[config.mk]
export PLATFORM = sky130hd
export DESIGN_NAME = vsplat_unit
export DESIGN_NICKNAME = d
export VERILOG_FILES = /design/src/vec_op_pkg.sv /design/src/vec_cfg_pkg.sv /design/src/vsplat_unit.sv
export SDC_FILE = /design/constraint.sdc
export NUM_CORES = 1
export LEC_CHECK = 0
export ABC_AREA = 0
export BUFFER_PORTS_ARGS = -buffer_cell sky130_fd_sc_hd__buf_2
export CAP_MARGIN = 40
export CORE_ASPECT_RATIO = 1.25
export CORE_MARGIN = 8
export CORE_UTILIZATION = 45
export CTS_BUF_LIST = sky130_fd_sc_hd__clkbuf_4 sky130_fd_sc_hd__clkbuf_8
export DETAILED_ROUTE_END_ITERATION = 6
export PLACE_DENSITY = 0.65
export SLEW_MARGIN = 20
export SYNTH_ARGS = -nofsm -noshare
export SYNTH_HDL_FRONTEND = slang
export SYNTH_SLANG_ARGS = --single-unit
[constraint.sdc]
create_clock -name clk -period 1.91 [get_ports clk]
set_clock_uncertainty 0.2 [all_clocks]
set_input_delay 0.382 -clock clk [delete_from_list [all_inputs] [get_ports clk]]
set_output_delay 0.382 -clock clk [all_outputs]
set_load 0.05 [all_outputs]
[src/vec_op_pkg.sv]
package vec_op_pkg;

    typedef enum logic {
        OP_VID,
        OP_VMV_VX
    } vec_op_e;

    // Codes 4 to 7 are illegal
    typedef enum logic [2:0] {
        SEW_8  = 3'd0,
        SEW_16 = 3'd1,
        SEW_32 = 3'd2,
        SEW_64 = 3'd3
    } sew_e;

    typedef enum logic [1:0] {
        SEQ_IDLE,
        SEQ_ISSUE,
        SEQ_DRAIN
    } seq_state_e;

endpackage

[src/vec_cfg_pkg.sv]
package vec_cfg_pkg;

    localparam int DATA_W         = 64;              // One beat is one 64-bit word
    localparam int BYTES_PER_BEAT = DATA_W / 8;
    localparam int BEATS_PER_REG  = 4;               // VLEN of 256 bits
    localparam int NUM_VREGS      = 32;

    // Register number in the upper bits, beat in the lower two
    localparam int ROW_ADDR_W     = 7;

    localparam int IDX_W          = 11;
    localparam int VL_W           = 9;               // Holds vl up to 256
    localparam int PIPE_LATENCY   = 6;               // Register stages in each unit

    typedef logic [DATA_W-1:0]              data_t;
    typedef logic [ROW_ADDR_W-1:0]          row_addr_t;
    typedef logic [IDX_W-1:0]               idx_t;
    typedef logic [BYTES_PER_BEAT-1:0]      byte_en_t;
    typedef logic [$clog2(NUM_VREGS)-1:0]   vreg_t;
    typedef logic [VL_W-1:0]                vl_t;

endpackage
[src/vsplat_unit.sv]
module vsplat_unit (
    input  logic                   clk,
    input  logic                   rst,
    input  logic                   in_valid,
    input  vec_cfg_pkg::row_addr_t in_row,
    input  vec_op_pkg::sew_e       in_sew,
    input  vec_cfg_pkg::data_t     in_scalar,
    input  vec_cfg_pkg::byte_en_t  in_byte_en,
    output logic                   out_valid,
    output vec_cfg_pkg::row_addr_t out_row,
    output vec_cfg_pkg::data_t     out_data,
    output vec_cfg_pkg::byte_en_t  out_byte_en
);

    vec_cfg_pkg::data_t                     splat;
    logic [vec_cfg_pkg::PIPE_LATENCY-1:0]   valid_q;
    vec_cfg_pkg::data_t                     data_q [vec_cfg_pkg::PIPE_LATENCY];
    vec_cfg_pkg::row_addr_t                 row_q  [vec_cfg_pkg::PIPE_LATENCY];
    vec_cfg_pkg::byte_en_t                  be_q   [vec_cfg_pkg::PIPE_LATENCY];

    always_comb begin
        case (in_sew)
            vec_op_pkg::SEW_8:  splat = {8{in_scalar[7:0]}};
            vec_op_pkg::SEW_16: splat = {4{in_scalar[15:0]}};
            vec_op_pkg::SEW_32: splat = {2{in_scalar[31:0]}};
            vec_op_pkg::SEW_64: splat = in_scalar;
            default:            splat = '0;
        endcase
    end

    always_ff @(posedge clk) begin
        if (rst) begin
            valid_q <= '0;
        end else begin
            valid_q <= {valid_q[vec_cfg_pkg::PIPE_LATENCY-2:0], in_valid};
        end
    end

    always_ff @(posedge clk) begin
        data_q[0] <= in_valid ? splat : '0;
        row_q[0]  <= in_valid ? in_row : '0;
        be_q[0]   <= in_valid ? in_byte_en : '0;
        for (int k = 1; k < vec_cfg_pkg::PIPE_LATENCY; k++) begin
            data_q[k] <= data_q[k-1];
            row_q[k]  <= row_q[k-1];
            be_q[k]   <= be_q[k-1];
        end
    end

    assign out_valid   = valid_q[vec_cfg_pkg::PIPE_LATENCY-1];
    assign out_data    = data_q[vec_cfg_pkg::PIPE_LATENCY-1];
    assign out_row     = row_q[vec_cfg_pkg::PIPE_LATENCY-1];
    assign out_byte_en = be_q[vec_cfg_pkg::PIPE_LATENCY-1];

    // Writeback select in the top relies on both units having this latency
    a_latency: assert property (@(posedge clk) disable iff (rst)
        out_valid == $past(in_valid, vec_cfg_pkg::PIPE_LATENCY));

endmodule

---- Word level (Yosys, flattened, before mapping) ----
Memory sizes are Yosys's and may differ from the RTL's.
Cells that the tools add are included.
Widths: inputs -> output; s select.
operators by class
  equality and inequality tests ........... 3
  muxes and demuxes ....................... 4
  reductions and logical operators ........ 1
operators by type and width
  kind                count
  $pmux 64 s4         1
  $mux 64             1
  $mux 8              1
  $mux 7              1
  $eq 3x2->1 const B  2
  $eq 3x1->1 const B  1
  $logic_not 3->1     1
word-level totals
  register bits after elaboration ......... 6
  RAM bits ................................ 474
  input port bits ......................... 85
  output and inout bits ................... 80
  word-level logic and storage cells ...... 12
  memories ................................ 3
memories
  name    depth  width  rd ports  clocked after memory_dff  write ports  line               RTL
  data_q  6      64     6         0                         6            vsplat_unit.sv:17  vec_cfg_pkg::data_t data_q [vec_cfg_pkg::PIPE_LATENCY];
  be_q    6      8      6         0                         6            vsplat_unit.sv:19  vec_cfg_pkg::byte_en_t be_q [vec_cfg_pkg::PIPE_LATENCY];
  row_q   6      7      6         0                         6            vsplat_unit.sv:18  vec_cfg_pkg::row_addr_t row_q [vec_cfg_pkg::PIPE_LATENCY];

---- Logic depth before layout (Yosys ltp) ----
  depth in word-level cells ............... 3
  gate-level depth with buffers ........... 5
  depth with buffers taken out ............ 2

---- Least setup slack after synthesis ----
OpenSTA, ideal clock, no wires.
  path kind ............................... in2reg
  from .................................... input port in_sew[1]
  to ...................................... memory data_q[0][12] in the netlist's numbering
  library setup time ...................... 0.070 ns
  arrival time ............................ 1.051 ns
  data required time ...................... 1.640 ns
  setup slack ............................. 0.588 ns
  cell stages on the path ................. 4
  path buffers ............................ 2
  cell sequence ........................... buf_6 buf_6 or3b_1 a21oi_1
RTL lines
  what                line               RTL
  start: declaration  vsplat_unit.sv:6   input vec_op_pkg::sew_e in_sew,
  end: declaration    vsplat_unit.sv:17

==> flow_summary.json <==
{
  "synthCells": 691,
  "final_nets": 1095,
  "hold_class": "primary input to register",
  "dr.pass1.iters": 4,
  "rsz0062_at_grt": "no",
  "syn-num-nets": 776,
  "routabilityCongestion": 0.800,
  "power_density_nw_per_um2": 1330,
  "vias": 5812,
  "drt_iter0_drc": 217,
  "max_slew.worst_pin.slew_ns": 0.462,
  "status": "complete, no violations",
  "crit_path_start_kind": "primary input",
  "maxSlewViolCount": 0,
  "num_io_pins": 165,
  "finalHoldViolCount": 0,
  "wl_mm": 19.8,
  "htreeDepth": 3,
  "grt_max_degree": 32,
  "syn_area_um2": 11100,
  "clock-sinks": 480,
  "viasPerCell": 4.19,
  "tns_ns": 0,
  "grt_pass1_vias": 6156,
  "ys_seq_area_share_pct": 86.5,
  "p_clk_share_pct": 40.7,
  "coreArea_um2": 24300,
  "mostFrequentLayoutCells": "dfxtp_1, buf_2, dlygate4sd3_1, clkbuf_8, mux2i_1",
  "wire_per_inst_um": 14.3,
  "drive_gt1_share_pct": 28.0,
  "clockBufferDepth": 3,
  "die_area_um2": 30000,
  "period_share_pct": 92.7,
  "initial_utilization_pct": 45.6,
  "min_period_ns": 1.77,
  "max_slew_margin_pct": 69.1,
  "antenna_found_initial": 2,
  "final_cells": 1387,
  "synth.distinct_cells": 21,
  "final_common_cell": "dfxtp_1",
  "endpoint_kind": "register",
  "setup_viol": 0,
  "peakVddDrop_v": 0.000618,
  "cts_buffers": 68,
  "power_leakage_nw": 6.50,
  "syn-mean-instance-area_um2": 16.1,
  "die_x_um": 157,
  "grtUsageTotal_pct": 13.3,
  "cts_tree": "built",
  "dp.cells": 1172,
  "diodes": 0,
  "p_comb_share_pct": 5.0,
  "grt_overflow": 0,
  "path_class": "primary input to register",
  "intPower_mw": 15.4,
  "path_max_fanout": 7,
  "drv_cap": 0,
  "ant_nets": 0,
  "p_switching_mw": 4.13,
  "yosys_warnings": 0,
  "drcViolationCount": 0,
  "layout-area-overhead-vs-synth_pct": 32.4,
  "arrival_ns": 2.05,
  "grt_pass1_wl_mm": 30.8,
  "switching_share_pct": 21.1,
  "die_h_um": 192,
  "seqPwrFrac_pct": 54.3,
  "cts-root-buf": "clkbuf_8",
  "ys_ff_latch": 480,
  "clkLatencyLatePin_ns": 0.56,
  "fmax_mhz": 565,
  "post_cts_buffers": 0,
  "rows": 64,
  "cp.required_ns": 2.19,
  "port_buffers": 164,
  "hpwl_mm": 12.2,
  "cts.reportedPaths.clkPinSlew_ns": 0.06
}
-- what timing repair did --
action                                  CTS  global route
hold buffers                             98             0
hold endpoints to repair                 83             0
endpoints found under the setup margin    0             0
resized for setup                         0             0
-- sequential cells by signal (all words and copies together) (netlist names) --
| register | flops |
|---|---|
| row_q | 42 |
| data_q | 384 |
| be_q | 48 |
| valid_q | 6 |
-- power groups by stage --
stage / Combinational [mW] / Sequential (mW) / Clock [mW]
after global placement: 0.797 / 10.8 / 0
final: 0.982 / 10.6 / 7.97
after CTS: 0.975 / 10.6 / 8.26
after detailed placement: 0.806 / 10.8 / 0
after floorplan: 0.233 / 11.1 / 0
after global routing: 1.04 / 10.7 / 8.73
-- worst max-delay path: stages --
cell and delay (ns):
dlygate4sd3_1 0.53, buf_2 0.26, nor2_1 0.07, a211oi_1 0.23
dlygate4sd3_1 0.59
-- worst paths after layout --
kind	start	endpoint	slack (ns)	depth (start not counted)
setup / recovery	in_scalar[5]	data_q[0][53]	0.14	5
hold / removal	in_scalar[7]	data_q[0][55]	0.04	3
setup reg to reg	valid_q[0]	valid_q[1]	1.20	1
hold reg to reg	data_q[3][36]	data_q[4][36]	0.12	0
-- kinds of logic (layout without fill, tap and decap cells) --
logic type | count (synthesis) | in the layout | share of synthesized area, %
buf+inv | 24 | 390 | 1.31
flops | 480 | 480 | 86.5
simple gates | 75 | 75 | 4.06
mux | 48 | 48 | 4.33
compound gates | 64 | 64 | 3.79
-- per-layer routing --
| layer | wire, µm | track usage, % |
|---|---|---|
| met5 | 25 | 0 |
| met1 | 7750 | 13.8 |
| met3 | 1490 | 4.82 |
| met2 | 9700 | 22.6 |
| met4 | 799 | 8.74 |
-- through the flow --
step / total power [mW] / hold WS, ns / util, % / setup slack (ns) / instance area [µm²]
after floorplan: 11.3 / 0.110 / - / 0.588 / 11100
after global placement: 11.6 / 0.110 / 50.5 / 0.304 / 12300
after detailed placement: 11.7 / 0.112 / 50.5 / 0.273 / 12300
after CTS: 19.9 / 0.00315 / 60.4 / 0.106 / 14700
after global routing: 20.4 / 0.00518 / 60.4 / 0.0840 / 14700
final: 19.6 / 0.0412 / 60.4 / 0.140 / 14700
-- cell usage after synthesis --
cell      instances  share of area [%]
nand3b_1          1              0.068
and2_1           23                1.3
nor2b_1          15               0.84
buf_6             3               0.30
nor2_1           16               0.54
mux2i_1          48                4.3
buf_2             8               0.36
a211oi_1         16                1.1
inv_1             1              0.034
a21bo_2           3               0.27
clkbuf_1          6               0.20
buf_4             6               0.41
nand3b_2          1               0.10
nand2b_1          1              0.056
dfxtp_1         480                 87
a21bo_1           5               0.45
a21oi_1          16               0.72
o22ai_1          16               0.90
or3b_1           10               0.79
o21ai_1           8               0.36
nand3_1           8               0.36
-- layout make-up --
| class | count | area [µm²] |
|---|---|---|
| clock inverter | 17 | 156 |
| inverter | 1 | 3.75 |
| sequential | 480 | 9610 |
| multi-input combinational | 187 | 1350 |
| tap | 330 | 413 |
| clock buffer | 100 | 1260 |
| fill | 1909 | 9640 |
| timing repair buffer | 272 | 1900 |
(Power assumes the default switching activity.)
