`src/vec_op_pkg.sv`:
```
package vec_op_pkg;

    typedef enum logic {
        OP_VID,
        OP_VMV_VX
    } vec_op_e;

    // Codes 4 to 7 are illegal
    typedef enum logic [2:0] {
        SEW_8  = 3'd0,
        SEW_16 = 3'd1,
        SEW_32 = 3'd2,
        SEW_64 = 3'd3
    } sew_e;

    typedef enum logic [1:0] {
        SEQ_IDLE,
        SEQ_ISSUE,
        SEQ_DRAIN
    } seq_state_e;

endpackage

```
`src/vec_cfg_pkg.sv`:
```
package vec_cfg_pkg;

    localparam int DATA_W         = 64;              // One beat is one 64-bit word
    localparam int BYTES_PER_BEAT = DATA_W / 8;
    localparam int BEATS_PER_REG  = 4;               // VLEN of 256 bits
    localparam int NUM_VREGS      = 32;

    // Register number in the upper bits, beat in the lower two
    localparam int ROW_ADDR_W     = 7;

    localparam int IDX_W          = 11;
    localparam int VL_W           = 9;               // Holds vl up to 256
    localparam int PIPE_LATENCY   = 6;               // Register stages in each unit

    typedef logic [DATA_W-1:0]              data_t;
    typedef logic [ROW_ADDR_W-1:0]          row_addr_t;
    typedef logic [IDX_W-1:0]               idx_t;
    typedef logic [BYTES_PER_BEAT-1:0]      byte_en_t;
    typedef logic [$clog2(NUM_VREGS)-1:0]   vreg_t;
    typedef logic [VL_W-1:0]                vl_t;

endpackage
```
`src/vid_unit.sv`:
```
module vid_unit (
    input  logic                   clk,
    input  logic                   rst,
    input  logic                   in_valid,
    input  vec_cfg_pkg::row_addr_t in_row,
    input  vec_op_pkg::sew_e       in_sew,
    input  vec_cfg_pkg::idx_t      in_start_idx,
    input  vec_cfg_pkg::byte_en_t  in_byte_en,
    output logic                   out_valid,
    output vec_cfg_pkg::row_addr_t out_row,
    output vec_cfg_pkg::data_t     out_data,
    output vec_cfg_pkg::byte_en_t  out_byte_en
);

    vec_cfg_pkg::data_t                     cand [4];
    vec_cfg_pkg::data_t                     sel_data;
    logic [vec_cfg_pkg::PIPE_LATENCY-1:0]   valid_q;
    vec_cfg_pkg::data_t                     data_q [vec_cfg_pkg::PIPE_LATENCY];
    vec_cfg_pkg::row_addr_t                 row_q  [vec_cfg_pkg::PIPE_LATENCY];
    vec_cfg_pkg::byte_en_t                  be_q   [vec_cfg_pkg::PIPE_LATENCY];

    // One candidate beat per element width, element i gets start + i
    for (genvar w = 0; w < 4; w++) begin : g_width
        for (genvar e = 0; e < (vec_cfg_pkg::BYTES_PER_BEAT >> w); e++) begin : g_elem
            vec_cfg_pkg::data_t elem;

            assign elem = vec_cfg_pkg::data_t'(in_start_idx + vec_cfg_pkg::idx_t'(e));
            assign cand[w][e*(8 << w) +: (8 << w)] = elem[(8 << w)-1:0]; // Truncate to SEW
        end
    end

    always_comb begin
        case (in_sew)
            vec_op_pkg::SEW_8:  sel_data = cand[0];
            vec_op_pkg::SEW_16: sel_data = cand[1];
            vec_op_pkg::SEW_32: sel_data = cand[2];
            vec_op_pkg::SEW_64: sel_data = cand[3];
            default:            sel_data = '0;
        endcase
    end

    always_ff @(posedge clk) begin
        if (rst) begin
            valid_q <= '0;
        end else begin
            valid_q <= {valid_q[vec_cfg_pkg::PIPE_LATENCY-2:0], in_valid};
        end
    end

    always_ff @(posedge clk) begin
        data_q[0] <= in_valid ? sel_data : '0;
        row_q[0]  <= in_valid ? in_row : '0;
        be_q[0]   <= in_valid ? in_byte_en : '0;
        for (int k = 1; k < vec_cfg_pkg::PIPE_LATENCY; k++) begin
            data_q[k] <= data_q[k-1];
            row_q[k]  <= row_q[k-1];
            be_q[k]   <= be_q[k-1];
        end
    end

    assign out_valid   = valid_q[vec_cfg_pkg::PIPE_LATENCY-1];
    assign out_data    = data_q[vec_cfg_pkg::PIPE_LATENCY-1];
    assign out_row     = row_q[vec_cfg_pkg::PIPE_LATENCY-1];
    assign out_byte_en = be_q[vec_cfg_pkg::PIPE_LATENCY-1];

endmodule

```
`config.mk`:
```
export PLATFORM = sky130hd
export DESIGN_NAME = vid_unit
export DESIGN_NICKNAME = d
export VERILOG_FILES = /design/src/vec_op_pkg.sv /design/src/vec_cfg_pkg.sv /design/src/vid_unit.sv
export SDC_FILE = /design/constraint.sdc
export NUM_CORES = 1
export LEC_CHECK = 0
export BUFFER_PORTS_ARGS = -buffer_cell sky130_fd_sc_hd__buf_2
export CORE_ASPECT_RATIO = 1.5
export CORE_MARGIN = 4
export CORE_UTILIZATION = 39
export CTS_CLUSTER_SIZE = 16
export DETAILED_ROUTE_END_ITERATION = 12
export MAX_ROUTING_LAYER = met4
export SLEW_MARGIN = 10
export SYNTH_ARGS = -nofsm -noshare
export SYNTH_HDL_FRONTEND = slang
export SYNTH_SLANG_ARGS = --single-unit
```
`constraint.sdc`:
```
create_clock -name clk -period 1.87 [get_ports clk]
set_input_delay 0.374 -clock clk [delete_from_list [all_inputs] [get_ports clk]]
set_output_delay 0.374 -clock clk [all_outputs]
set_load 0.05 [all_outputs]
```
* Yosys cells after proc, flatten, opt, wreduce, memory -nomap -nowiden
Memories as Yosys holds them, arrays and structs flattened. Cells that the tools add are included.
Storage, ports and cells: output and inout bits 80, RAM bits 474, logic and storage cells 19, flip-flop bits (word level) 6, memories kept 3, input port bits 32
Cells by class: reduce and logical (&&, ||, !) cells 1, $add $sub $neg 7, mux-type cells 4, equal/unequal tests 3
Memory list:
- data_q | depth 6, bits a word 64, rd ports 6, clocked after memory_dff 0, wr ports 6, RTL line vid_unit.sv:18 | vec_cfg_pkg::data_t data_q [vec_cfg_pkg::PIPE_LATENCY];
- be_q | depth 6, bits a word 8, rd ports 6, clocked after memory_dff 0, wr ports 6, RTL line vid_unit.sv:20 | vec_cfg_pkg::byte_en_t be_q [vec_cfg_pkg::PIPE_LATENCY];
- row_q | depth 6, bits a word 7, rd ports 6, clocked after memory_dff 0, wr ports 6, RTL line vid_unit.sv:19 | vec_cfg_pkg::row_addr_t row_q [vec_cfg_pkg::PIPE_LATENCY];
Operators with widths (number):
- case mux 64 bit (4 select lines) | 1
- 2-to-1 mux 64 bit | 1
- adder 8 x 3 -> 8 bit, second input constant | 4
- adder 11 x 2 -> 12 bit, second input constant | 2
- adder 11 x 1 -> 12 bit, second input constant | 1
- 2-to-1 mux 8 bit | 1
- 2-to-1 mux 7 bit | 1
- == test 3 x 2 -> 1 bit, second input constant | 2
- == test 3 x 1 -> 1 bit, second input constant | 1
- logical NOT 3 bit | 1

* Depth between registers and ports, before layout
depth after elaboration 3, depth in mapped cells 7

* Worst setup path before layout
Ideal clock, no wire load.
path kind input to register, from in in_start_idx[1], to mem data_q[0][53] (netlist name), stages on the path 7, arrival time 1.752 ns, path slack -0.023 ns, setup time 0.141 ns, cells stage by stage clkbuf_1 inv_1 ha_1 a21oi_1 o22ai_1 a31oi_1 a311oi_1
RTL lines:
- start: declaration | RTL line vid_unit.sv:7 | input vec_cfg_pkg::idx_t in_start_idx,
- end: declaration | RTL line vid_unit.sv:18

==> reports/results.txt <==
row count = 76
register area share after synthesis = 83.2%
hold_ws = 0.0543 ns
period utilization = 80.8%
Post-synth EDFFs = 0
fin. max-slew vios = 0
root buf cell = clkbuf_16
P_int = 15.0 mW
post-synthesis cell area = 0.0114 mm²
shortest period the worst path allows = 1.51 ns
worst min path class = in2reg
Die Area = 0.0321 mm²
setup bufs post-CTS = 0
# hold bufs at CTS = 0
min-delay src = in_row[4]
RePlAce Congestion = 0.870
Yosys cell types = 50
most frequent cell after synthesis = dfxtp_1
sequence of cells on the critical path = buf_2
vias in the first global route = 5546
dominant cells by area after synthesis = dfxtp_1, xnor2_1, a21oi_1
total track usage = 12.0%
ant diodes = 0
CTS Buf Count = 40
leakage = 5.82 nW
DRT iter0 DRCs = 286
ys async rst share = 0%
run status = completed
clock share of power = 40.3%
Comb power frac = 4.1%
Seq. cell area = 0.00949 mm²
Setup Total Neg Slack = 0 ns
top-area cell type share of the netlist area = 83.2%
Crit Path Category = reg2out
post-DP HPWL = 12700 µm
CP Max Fanout = 1
CP required = 1.50 ns
P&R area growth vs syn = 21.8%
Power Density = 1360 mW/mm²
fillers = 2606
syn nets = 834
Setup crit start kind = register
Port Buf Inserts = 111
cell taking the most area after synthesis = dfxtp_1
final worst setup slack = 0.359 ns
number of cells on the critical path = 1
DRC Markers = 0
# setup viols final = 0
Die Y = 217 µm
slowest CP cell = dfxtp_1
Final nets = 1002
Worst EP arrival = 1.14 ns
Synth top cells by count = dfxtp_1, nor2_1, a21oi_1, xnor2_1
Hold Vio Cnt, Final = 0
Placed Instance Area = 0.0127 mm²
H-tree depth = 2
Worst path max stage delay = 0.35 ns
Least-Margin Pin Slew = 0.529 ns
Antenna Nets Post-Route = 0
maximum buffer depth of the clock tree = 3
initial antenna violation count = 0
Sequential Power Share = 55.7%
R2R Path Start = valid_q[0]
register bit total from synthesis = 474
cts repair resizes = 0
Sw Ratio = 20.6%
post-synthesis cell count = 792
first-pass detailed-route iteration total = 4
Psw = 3.88 mW
area of the multi-input gates = 0.00175 mm²
total wire length = 18500 µm
clk sinks = 474
peak supply drop = 0.631 mV
CORE AREA = 0.0288 mm²
max-cap viol count = 0
largest net degree at the start of global routing = 21
io pins = 112
vias per std cell = 4.09
crit path buf inv count = 1
CP endpoint kind = output pin
hold depth = 2
clock-pin slew on the worst setup and hold paths = 0.06 ns
Die Wd = 148 µm
global-route wire length before repair = 29300 µm
syn_area_per_cell = 14.4 µm²
Worst Skew = 0.00836 ns
fin cells = 1375
crit path from = data_q[5][41]
WL/cell = 13.4 µm
Post-Place Worst Slack = -0.0643 ns
CTS tree = built
layout cells sized above 1 = 22.5%
Design Area, Final = 0.0139 mm²
GRT overflow = 0
slew margin rel. = 64.4%
Reg2Reg Depth = 1
Skew-Pair Late Insertion Delay = 0.52 ns
RSZ-0062 raised after global routing = no
detailed-route via count = 5624
Synthesis Warnings = 0
starting density of the core = 39.6%
Max Clk Rate = 662 MHz
dpl cells = 1308
Post-synth top flop = dfxtp_1
Top delay family on crit path = flip-flops
-- final timing paths --
path	slack [ns]	to
worst max-delay path	0.36	out_data[41]
worst min-delay path	0.05	row_q[0][4]
worst max register to register	1.35	valid_q[1]
worst min register to register	0.32	data_q[2][41]
-- kinds of logic (layout without fill, tap and decap cells) --
| kind of cell | after synthesis | after routing | share of synthesized area [%] |
|---|---|---|---|
| XOR/XNOR | 28 | 28 | 2.15 |
| AND/OR/NAND/NOR | 148 | 148 | 6.96 |
| multiplexers | 4 | 4 | 0.362 |
| adder cells (fa/ha/maj) | 10 | 10 | 1.10 |
| AO/OA/AOI/OAI | 88 | 88 | 4.73 |
| flip-flops | 474 | 474 | 83.2 |
| buffers and inverters | 40 | 233 | 1.52 |
-- power by group through the flow --
stage | logic (mW) | clock network [mW] | registers [mW]
floorplan | 0.292 | 0 | 10.9
global placement | 0.769 | 0 | 10.7
detailed placement | 0.770 | 0 | 10.7
CTS | 0.772 | 7.90 | 10.5
global route | 0.818 | 8.31 | 10.5
finish | 0.765 | 7.60 | 10.5
-- routing by layer --
layer	share of wire, %	global-route usage, %	up-vias
li1	-	-	2908
met1	42	13.4	2561
met2	51	20.5	120
met3	4.2	2.47	35
met4	3.3	5.69	0
met5	0	-	-
-- final cells by class --
cell class	count	share of cell area (%)
clock buffers	55	7.97
clock inverters	12	0.838
inverters	7	0.189
multi-input cells	278	12.6
flip-flops and latches	474	68.3
well taps	390	3.51
repair buffers	159	6.59
-- metrics by stage --
| step | total power [mW] | utilization (%) |
|---|---|---|
| floorplan | 11.2 | - |
| global placement | 11.5 | 44.0 |
| detailed placement | 11.5 | 44.0 |
| CTS | 19.2 | 48.2 |
| global route | 19.7 | 48.2 |
| finish | 18.9 | 48.2 |
-- layout by cell type (no fill, tap or decap), drive strengths merged, types with 2 or more instances in the layout --
cell type  Yosys  final
nor4           3      3
mux2i          3      3
o21a           4      4
nand3b         2      2
a21boi         2      2
o21ai         21     21
o22ai          3      3
nand3          8      8
a211oi         8      8
and2          20     20
a31oi          2      2
nand2b         6      6
buf           14    159
nand4          9      9
dfxtp        474    474
or3b           2      2
xor2           6      6
ha            10     10
inv            7      9
nor3           9      9
a32oi          2      2
a21oi         32     32
nor3b          2      2
or3           10     10
a22oi          4      4
clkinv         0      7
nor2          41     41
clkbuf        19     55
nor2b         13     13
nand2         19     19
clkinvlp       0      2
o211a          3      3
xnor2         22     22
-- registers in the layout, summed over array words and instances (netlist names) --
| register | count |
|---|---|
| data_q | 378 |
| be_q | 48 |
| valid_q | 6 |
| row_q | 42 |
Note: power is estimated with default switching activity, not from simulation.
