===== src/vec_op_pkg.sv =====
package vec_op_pkg;

    typedef enum logic {
        OP_VID,
        OP_VMV_VX
    } vec_op_e;

    // Codes 4 to 7 are illegal
    typedef enum logic [2:0] {
        SEW_8  = 3'd0,
        SEW_16 = 3'd1,
        SEW_32 = 3'd2,
        SEW_64 = 3'd3
    } sew_e;

    typedef enum logic [1:0] {
        SEQ_IDLE,
        SEQ_ISSUE,
        SEQ_DRAIN
    } seq_state_e;

endpackage


===== src/vec_cfg_pkg.sv =====
package vec_cfg_pkg;

    localparam int DATA_W         = 64;              // One beat is one 64-bit word
    localparam int BYTES_PER_BEAT = DATA_W / 8;
    localparam int BEATS_PER_REG  = 4;               // VLEN of 256 bits
    localparam int NUM_VREGS      = 32;

    // Register number in the upper bits, beat in the lower two
    localparam int ROW_ADDR_W     = 7;

    localparam int IDX_W          = 11;
    localparam int VL_W           = 9;               // Holds vl up to 256
    localparam int PIPE_LATENCY   = 6;               // Register stages in each unit

    typedef logic [DATA_W-1:0]              data_t;
    typedef logic [ROW_ADDR_W-1:0]          row_addr_t;
    typedef logic [IDX_W-1:0]               idx_t;
    typedef logic [BYTES_PER_BEAT-1:0]      byte_en_t;
    typedef logic [$clog2(NUM_VREGS)-1:0]   vreg_t;
    typedef logic [VL_W-1:0]                vl_t;

endpackage

===== src/beat_sequencer.sv =====
module beat_sequencer (
    input  logic                   clk,
    input  logic                   rst,
    input  logic                   cmd_valid,
    input  vec_op_pkg::vec_op_e    cmd_op,
    input  vec_cfg_pkg::vreg_t     cmd_vd,
    input  vec_op_pkg::sew_e       cmd_sew,
    input  vec_cfg_pkg::vl_t       cmd_vl,
    input  vec_cfg_pkg::data_t     cmd_scalar,
    output logic                   busy,
    output logic                   vid_valid,
    output logic                   vsplat_valid,
    output vec_cfg_pkg::row_addr_t beat_row,
    output vec_op_pkg::sew_e       beat_sew,
    output vec_cfg_pkg::idx_t      beat_start_idx,
    output vec_cfg_pkg::byte_en_t  beat_byte_en,
    output vec_cfg_pkg::data_t     beat_scalar
);

    vec_op_pkg::seq_state_e state;
    logic                   accept;
    logic                   issue;
    logic [2:0]             beat_idx;
    logic [2:0]             num_beats_q;
    logic [2:0]             cmd_beats;
    logic [2:0]             drain_cnt;

    vec_op_pkg::vec_op_e    op_q;
    vec_op_pkg::sew_e       sew_q;
    vec_cfg_pkg::vreg_t     vd_q;
    vec_cfg_pkg::vl_t       vl_bytes_q;
    vec_cfg_pkg::data_t     scalar_q;

    vec_cfg_pkg::vl_t       vlmax;
    vec_cfg_pkg::vl_t       vl_clamp;
    vec_cfg_pkg::vl_t       cmd_bytes;
    vec_cfg_pkg::byte_en_t  issue_byte_en;

    assign busy   = (state != vec_op_pkg::SEQ_IDLE);
    assign accept = cmd_valid && !busy;
    assign issue  = (state == vec_op_pkg::SEQ_ISSUE) && (beat_idx < num_beats_q);

    // VLMAX is the register's byte count divided by the element size
    assign vlmax     = vec_cfg_pkg::vl_t'(vec_cfg_pkg::BYTES_PER_BEAT
                                          * vec_cfg_pkg::BEATS_PER_REG) >> cmd_sew;
    assign vl_clamp  = (cmd_vl > vlmax) ? vlmax : cmd_vl;
    assign cmd_bytes = vl_clamp << cmd_sew;
    assign cmd_beats = 3'((cmd_bytes + vec_cfg_pkg::vl_t'(vec_cfg_pkg::BYTES_PER_BEAT - 1))
                          / vec_cfg_pkg::vl_t'(vec_cfg_pkg::BYTES_PER_BEAT));

    always_comb begin
        for (int j = 0; j < vec_cfg_pkg::BYTES_PER_BEAT; j++) begin
            issue_byte_en[j] = (vec_cfg_pkg::vl_t'(beat_idx)
                                * vec_cfg_pkg::vl_t'(vec_cfg_pkg::BYTES_PER_BEAT)
                                + vec_cfg_pkg::vl_t'(j)) < vl_bytes_q;
        end
    end

    always_ff @(posedge clk) begin
        if (rst) begin
            state        <= vec_op_pkg::SEQ_IDLE;
            vid_valid    <= 1'b0;
            vsplat_valid <= 1'b0;
            beat_idx     <= '0;
            drain_cnt    <= '0;
        end else begin
            vid_valid    <= 1'b0;
            vsplat_valid <= 1'b0;
            case (state)
                vec_op_pkg::SEQ_IDLE: begin
                    if (accept) begin
                        state    <= vec_op_pkg::SEQ_ISSUE;
                        beat_idx <= '0;
                    end
                end
                vec_op_pkg::SEQ_ISSUE: begin
                    if (issue) begin
                        vid_valid    <= (op_q == vec_op_pkg::OP_VID);
                        vsplat_valid <= (op_q == vec_op_pkg::OP_VMV_VX);
                        beat_idx     <= beat_idx + 3'd1;
                        if (beat_idx + 3'd1 == num_beats_q) begin
                            state     <= vec_op_pkg::SEQ_DRAIN;
                            drain_cnt <= 3'(vec_cfg_pkg::PIPE_LATENCY + 1); // Last write lands
                        end
                    end else begin
                        state     <= vec_op_pkg::SEQ_DRAIN; // vl of zero, nothing to write
                        drain_cnt <= 3'd1;
                    end
                end
                vec_op_pkg::SEQ_DRAIN: begin
                    drain_cnt <= drain_cnt - 3'd1;
                    if (drain_cnt == 3'd1) begin
                        state <= vec_op_pkg::SEQ_IDLE;
                    end
                end
                default: state <= vec_op_pkg::SEQ_IDLE;
            endcase
        end
    end

    always_ff @(posedge clk) begin
        if (accept) begin
            op_q        <= cmd_op;
            sew_q       <= cmd_sew;
            vd_q        <= cmd_vd;
            vl_bytes_q  <= cmd_bytes;
            num_beats_q <= cmd_beats;
            scalar_q    <= cmd_scalar;
        end
        if (issue) begin
            beat_row       <= {vd_q, beat_idx[1:0]};
            beat_start_idx <= vec_cfg_pkg::idx_t'(beat_idx)
                              * (vec_cfg_pkg::idx_t'(vec_cfg_pkg::BYTES_PER_BEAT) >> sew_q);
            beat_byte_en   <= issue_byte_en;
        end
    end

    assign beat_sew    = sew_q;
    assign beat_scalar = scalar_q;

    // Only one unit may own a beat
    a_one_unit: assert property (@(posedge clk) disable iff (rst)
        !(vid_valid && vsplat_valid));

    a_sew_legal: assert property (@(posedge clk) disable iff (rst)
        (vid_valid || vsplat_valid) |-> beat_sew inside {vec_op_pkg::SEW_8, vec_op_pkg::SEW_16,
                                                         vec_op_pkg::SEW_32, vec_op_pkg::SEW_64});

endmodule


===== config.mk =====
export PLATFORM = sky130hd
export DESIGN_NAME = beat_sequencer
export DESIGN_NICKNAME = d
export VERILOG_FILES = /design/src/vec_op_pkg.sv /design/src/vec_cfg_pkg.sv /design/src/beat_sequencer.sv
export SDC_FILE = /design/constraint.sdc
export NUM_CORES = 1
export LEC_CHECK = 0
export BUFFER_PORTS_ARGS = -buffer_cell sky130_fd_sc_hd__buf_2
export CORE_ASPECT_RATIO = 0.6
export CORE_MARGIN = 2
export CORE_UTILIZATION = 49
export DETAILED_ROUTE_END_ITERATION = 8
export GPL_TIMING_DRIVEN = 0
export PLACE_DENSITY = 0.79
export SETUP_SLACK_MARGIN = 0.1
export SYNTH_ARGS = -nofsm -noshare
export SYNTH_HDL_FRONTEND = slang
export SYNTH_SLANG_ARGS = --single-unit

===== constraint.sdc =====
create_clock -name clk -period 4.33 [get_ports clk]
set_clock_uncertainty 0.05 [all_clocks]
set_input_delay 0.433 -clock clk [delete_from_list [all_inputs] [get_ports clk]]
set_output_delay 0.433 -clock clk [all_outputs]
set_load 0.01 [all_outputs]

Yosys cells after proc, flatten, opt, wreduce, memory -nomap -nowiden

Cells that the tools add are included.

Word-level logic and storage cells: 72
Bits in registers: 121
Input port bits: 85
Output and inout port bits: 96

Magnitude comparators: 10
Add/subtract/negate cells: 10
Multipliers: 1
Shifts and indexed selects: 3
Bitwise gates (word level): 3
Multiplexer cells: 12
Reduce and logical (&&, ||, !) cells: 11
Equality and inequality tests: 8

Operator list:

| operator                                                             | count |
|---|---|
| 7-bit by 9-bit < comparator with 1-bit output                        | 7 |
| 6-bit by 3-bit adder with 7-bit output (second input constant)       | 4 |
| 6-bit by 2-bit adder with 7-bit output (second input constant)       | 2 |
| 3-bit two-way mux                                                    | 4 |
| 3-bit case mux with 2 select lines                                   | 2 |
| 3-bit by 11-bit multiplier with 11-bit output                        | 1 |
| 4-bit by 3-bit right shift with 11-bit output (first input constant) | 1 |
| 9-bit > comparator                                                   | 1 |
| 6-bit by 9-bit < comparator with 1-bit output                        | 1 |
| 9-bit two-way mux                                                    | 1 |
| 9-bit by 3-bit << shifter with 9-bit output                          | 1 |
| 6-bit by 3-bit right shift with 9-bit output (first input constant)  | 1 |
| 2-bit two-way mux                                                    | 4 |
| 6-bit by 1-bit adder with 7-bit output (second input constant)       | 1 |
| 6-bit by 3-bit adder with 6-bit output (second input constant)       | 1 |
| 2-bit != test (second input constant)                                | 3 |
| 2-bit case mux with 3 select lines                                   | 1 |
| 3-bit AND reduction                                                  | 2 |
| 2-bit nonzero test                                                   | 3 |
| 3-bit by 1-bit adder with 3-bit output (second input constant)       | 1 |
| 3-bit by 1-bit == test with 1-bit output (second input constant)     | 1 |
| 3-bit == test                                                        | 1 |
| 3-bit < comparator                                                   | 1 |
| 3-bit by 2-bit != test with 1-bit output (second input constant)     | 1 |
| other kinds (9)                                                      | 12 |

Logic depth before layout (Yosys ltp)

Word-level depth: 5
Depth in mapped cells: 10
Mapped depth without buffers: 10

Worst setup path after synthesis

Ideal clock, no wire load.

Path kind: register -> register
From: register state[0]
To: register scalar_q[0] (netlist: beat_scalar[0]) (enable)
Cell stages (with the launch flop): 4
Slack: 1.266 ns
Data required time: 3.827 ns
Setup time: 0.453 ns
Path buffers: 0
Arrival: 2.561 ns
Clock period less this slack: 3.064 ns
Cell sequence: dfxtp_1 -> inv_1 -> ha_1 -> and2_1

Cells in the longest elaborated chain, start to end: 3

RTL lines:

| item                   | RTL line              | text |
|---|---|---|
| start, declared        | beat_sequencer.sv:20  | `vec_op_pkg::seq_state_e state;` |
| start signal, assigned | beat_sequencer.sv:61  | `state <= vec_op_pkg::SEQ_IDLE;` |
| start signal, assigned | beat_sequencer.sv:72  | `state <= vec_op_pkg::SEQ_ISSUE;` |
| start signal, assigned | beat_sequencer.sv:82  | `state <= vec_op_pkg::SEQ_DRAIN;` |
| 2-bit nonzero test     | beat_sequencer.sv:39  | `assign busy = (state != vec_op_pkg::SEQ_IDLE);` |
| 1-bit zero test        | beat_sequencer.sv:40  | `assign accept = cmd_valid && !busy;` |
| 1-bit logical AND      | beat_sequencer.sv:40  |  |
| via accept             | beat_sequencer.sv:21  | `logic accept;` |
| end signal, assigned   | beat_sequencer.sv:108 | `scalar_q <= cmd_scalar;` |
| end, declared          | beat_sequencer.sv:32  | `vec_cfg_pkg::data_t scalar_q;` |

The timed path passes the listed nets, and every way through them passes these cells.
A chain may end at the register's enable or synchronous reset.

Final worst setup path

From: input port cmd_sew[0]
To: register vl_bytes_q[2] (data pin)

Cells in the longest elaborated chain, start to end: 4

RTL lines:

| item                                            | RTL line              | text |
|---|---|---|
| start, declared                                 | beat_sequencer.sv:7   | `input vec_op_pkg::sew_e cmd_sew,` |
| 6-bit by 3-bit right shift with 9-bit output    | beat_sequencer.sv:44  | `assign vlmax = vec_cfg_pkg::vl_t'(vec_cfg_pkg::BYTES_PER_BEAT` |
| 9-bit > comparator                              | beat_sequencer.sv:46  | `assign vl_clamp = (cmd_vl > vlmax) ? vlmax : cmd_vl;` |
| 9-bit two-way mux                               | beat_sequencer.sv:46  |  |
| 9-bit by 3-bit << shifter with 9-bit output (*) | beat_sequencer.sv:47  | `assign cmd_bytes = vl_clamp << cmd_sew;` |
| via cmd_bytes[2]                                | beat_sequencer.sv:36  | `vec_cfg_pkg::vl_t cmd_bytes;` |
| end signal, assigned                            | beat_sequencer.sv:106 | `vl_bytes_q <= cmd_bytes;` |
| end, declared                                   | beat_sequencer.sv:31  | `vec_cfg_pkg::vl_t vl_bytes_q;` |

The timed path passes the listed nets; every way through them passes the cells marked *.

==> flow_metrics.tcl <==
set metrics [dict create \
    relSlewSlack_pct 43.7 \
    synth.top_cells.by_area "edfxtp_1 65%, ha_1 6.6%, dfxtp_1 4.0%" \
    dieArea_sq_um 11000 \
    avgRoutedWirePerCell_um 16.0 \
    synth_top_area_share_pct 64.9 \
    synthCells 334 \
    ys_types 49 \
    hold_path_class "input pin to flop" \
    r2r_cells 7 \
    route.detailed.drc 0 \
    instances_no_fill 681 \
    worst_ir_drop_vdd_mv 0.296 \
    fmax_ghz 0.336 \
    leakage_nw 2.81 \
    fin_nets 647 \
    multi_input_area_sq_um 1410 \
    synth_area_sq_um 4950 \
    globalRouteOverflowTotal 0 \
    grt_max_degree 70 \
    drive_above_1_share_pct 39.7 \
    h-tree-depth 4 \
    power_density_nw_per_um2 566 \
    yosysTopAreaCell "edfxtp_1" \
    grt_pass1_wl_um 16500 \
    regArea_sq_um 3410 \
    dp.cells 649 \
    post-route-min-period_ns 2.98 \
    crit_path_end_kind "flop" \
    status "finished, final reports clean" \
    core_sq_um 9840 \
    synth-edff-count 107 \
    die_y_um 81.9 \
    cts_root_buf "clkbuf_16" \
    rsz0062_at_grt "no" \
    max_cap_violations 0 \
    cts_buffer_depth 2 \
    path_clk_slew_ns 0.06 \
    worstSetupPathType "input pin to flop" \
    grt_pass1_vias 3347 \
    drtIter0Drc 174 \
    timing.rr.start "beat_idx[1]$_SDFFE_PP0P_" \
    holdBufCountCts 0 \
    reg2reg_to "beat_idx[1]$_SDFFE_PP0P_" \
    synthFlopType "edfxtp_1" \
    hold_depth 1 \
    setup_viol 0 \
    startpoint "cmd_sew[0]" \
    cts.sinks 117 \
    io_buffers 176 \
    worst_pin_slew_ns 0.844 \
    antenna_found_initial 0 \
    grt_use_total_pct 20.3 \
    ff2ff_setup_slack_ns 1.44 \
    hold_violations 0 \
    worstPathRequired_ns 4.41 \
    core.rowCount 28 \
    cts_setup_buffers 0 \
    num-fill-cells 712 \
    async_flop_share_pct 0 \
    synth-seq-area-share_pct 68.9 \
    final_common_cell "buf_2" \
    num_antenna_cells 0 \
    crit_arrival_ns 3.05 \
    initial_core_util_pct 50.3 \
    cp_max_fo 10 \
    period_share_pct 68.8 \
    place_hpwl_um 8290 \
    gp_congestion 0.853 \
    wirelength_um 10900 \
    setup_tns_ns 0 \
    ios 181 \
    cts_inserted_buffers 17 \
    mostFrequentLayoutCells "176 x buf_2, 107 x edfxtp_1, 26 x ha_1" \
    drtPass1Iterations 4 \
    post_cts_resized 0 \
    via_per_inst 4.93 \
    route.vias.total 3360 \
    worstHoldStart "cmd_scalar[24]" \
    drtAntennaViolNets 0 \
    avgSynthCellArea_sq_um 14.8 \
    drv_slew 0 \
    clock_latency_ns 0.40 \
    cp-start-kind "input pin" \
    cts_tree "yes" \
    dieWidth_um 134 \
    yosys_warnings 0 \
    syn2layout_area_growth_pct 33.9 \
    ys_ff_latch 117 \
    hold_end "beat_scalar[24]$_DFFE_PP_" \
]
## how the worst max path moves through the flow
stage	to	slack [ns]	cells after the start
6_report	vl_bytes_q[2]$_DFFE_PP_	1.35	10
3_5_place_dp	vl_bytes_q[2]$_DFFE_PP_	1.0	10
3_3_place_gp	beat_scalar[26]$_DFFE_PP_	0.54	3
2_1_floorplan	beat_scalar[0]$_DFFE_PP_	1.27	3
4_1_cts	vl_bytes_q[2]$_DFFE_PP_	1.42	10
5_1_grt	vl_bytes_q[2]$_DFFE_PP_	1.10	10
## area by class of cell
type	instances	share of cell area [%]
Sequential cell	117	51.5
Clock inverter	13	2.36
Buffer	12	0.905
Inverter	23	1.30
Tap cell	135	2.55
Multi-Input combinational cell	185	21.2
Clock buffer	19	6.53
Timing Repair Buffer	177	13.7
## layer usage
metal,track usage (%),routed length [um]
met1,26.0,4740
met2,32.1,5280
met3,5.74,659
met4,10.6,232
met5,0,0
## state kept, by name, summed over array words and instances (netlist names)
| signal | cells |
|---|---|
| op_q | 1 |
| beat_start_idx | 7 |
| state | 2 |
| vd_q | 5 |
| vsplat_valid | 1 |
| vid_valid | 1 |
| beat_sew | 3 |
| drain_cnt | 3 |
| vl_bytes_q | 9 |
| beat_scalar | 64 |
| num_beats_q | 3 |
| beat_idx | 3 |
| beat_row | 7 |
| beat_byte_en | 8 |
## cell families after synthesis
| group | after synthesis | share of synthesized area, % |
|---|---|---|
| flops | 117 | 68.9 |
| mux | 13 | 2.90 |
| xor+xnor | 6 | 1.36 |
| fa+ha+maj | 29 | 7.78 |
| compound gates | 46 | 6.44 |
| other cells | 1 | 0.0757 |
| simple gates | 87 | 9.57 |
| buf+inv | 35 | 2.96 |
## worst max-delay path, cell delays in order
cell	delay, ns
buf_2	0.09
clkbuf_1	0.29
buf_1	0.39
nand2_1	0.10
ha_1	0.31
a21o_1	0.20
a211oi_1	0.28
a21oi_1	0.16
clkbuf_1	0.22
a2111oi_0	0.58
## synth_stat cells, types with 7 or more instances
master,instances
nor2_1,17
nor2b_1,11
nand2_1,14
edfxtp_1,107
dfxtp_1,10
nor3_1,7
inv_1,23
a21oi_1,18
clkbuf_1,7
nand2b_1,8
ha_1,26
mux2i_1,11
## power breakdown
group	total [W]	switching, W	internal, W
clock network	0.00138	0.000482	0.000902
logic	0.000761	0.000479	0.000283
registers	0.00161	0.0000773	0.00154
total	0.00376	0.00104	0.00272
## per-stage QoR
step	utilization (%)	setup slack (ns)	hold WS [ns]	cell area [sq um]	power, W
after detailed placement	61.4	0.999	0.358	6040	0.00240
after global placement	61.1	0.538	0.351	6010	0.00236
after CTS	67.4	1.42	0.134	6630	0.00379
final	67.4	1.35	0.151	6630	0.00376
after global routing	67.4	1.10	0.133	6630	0.00394
after floorplan	-	1.27	0.350	4960	0.00208
Power figures use the tool's default switching activity.
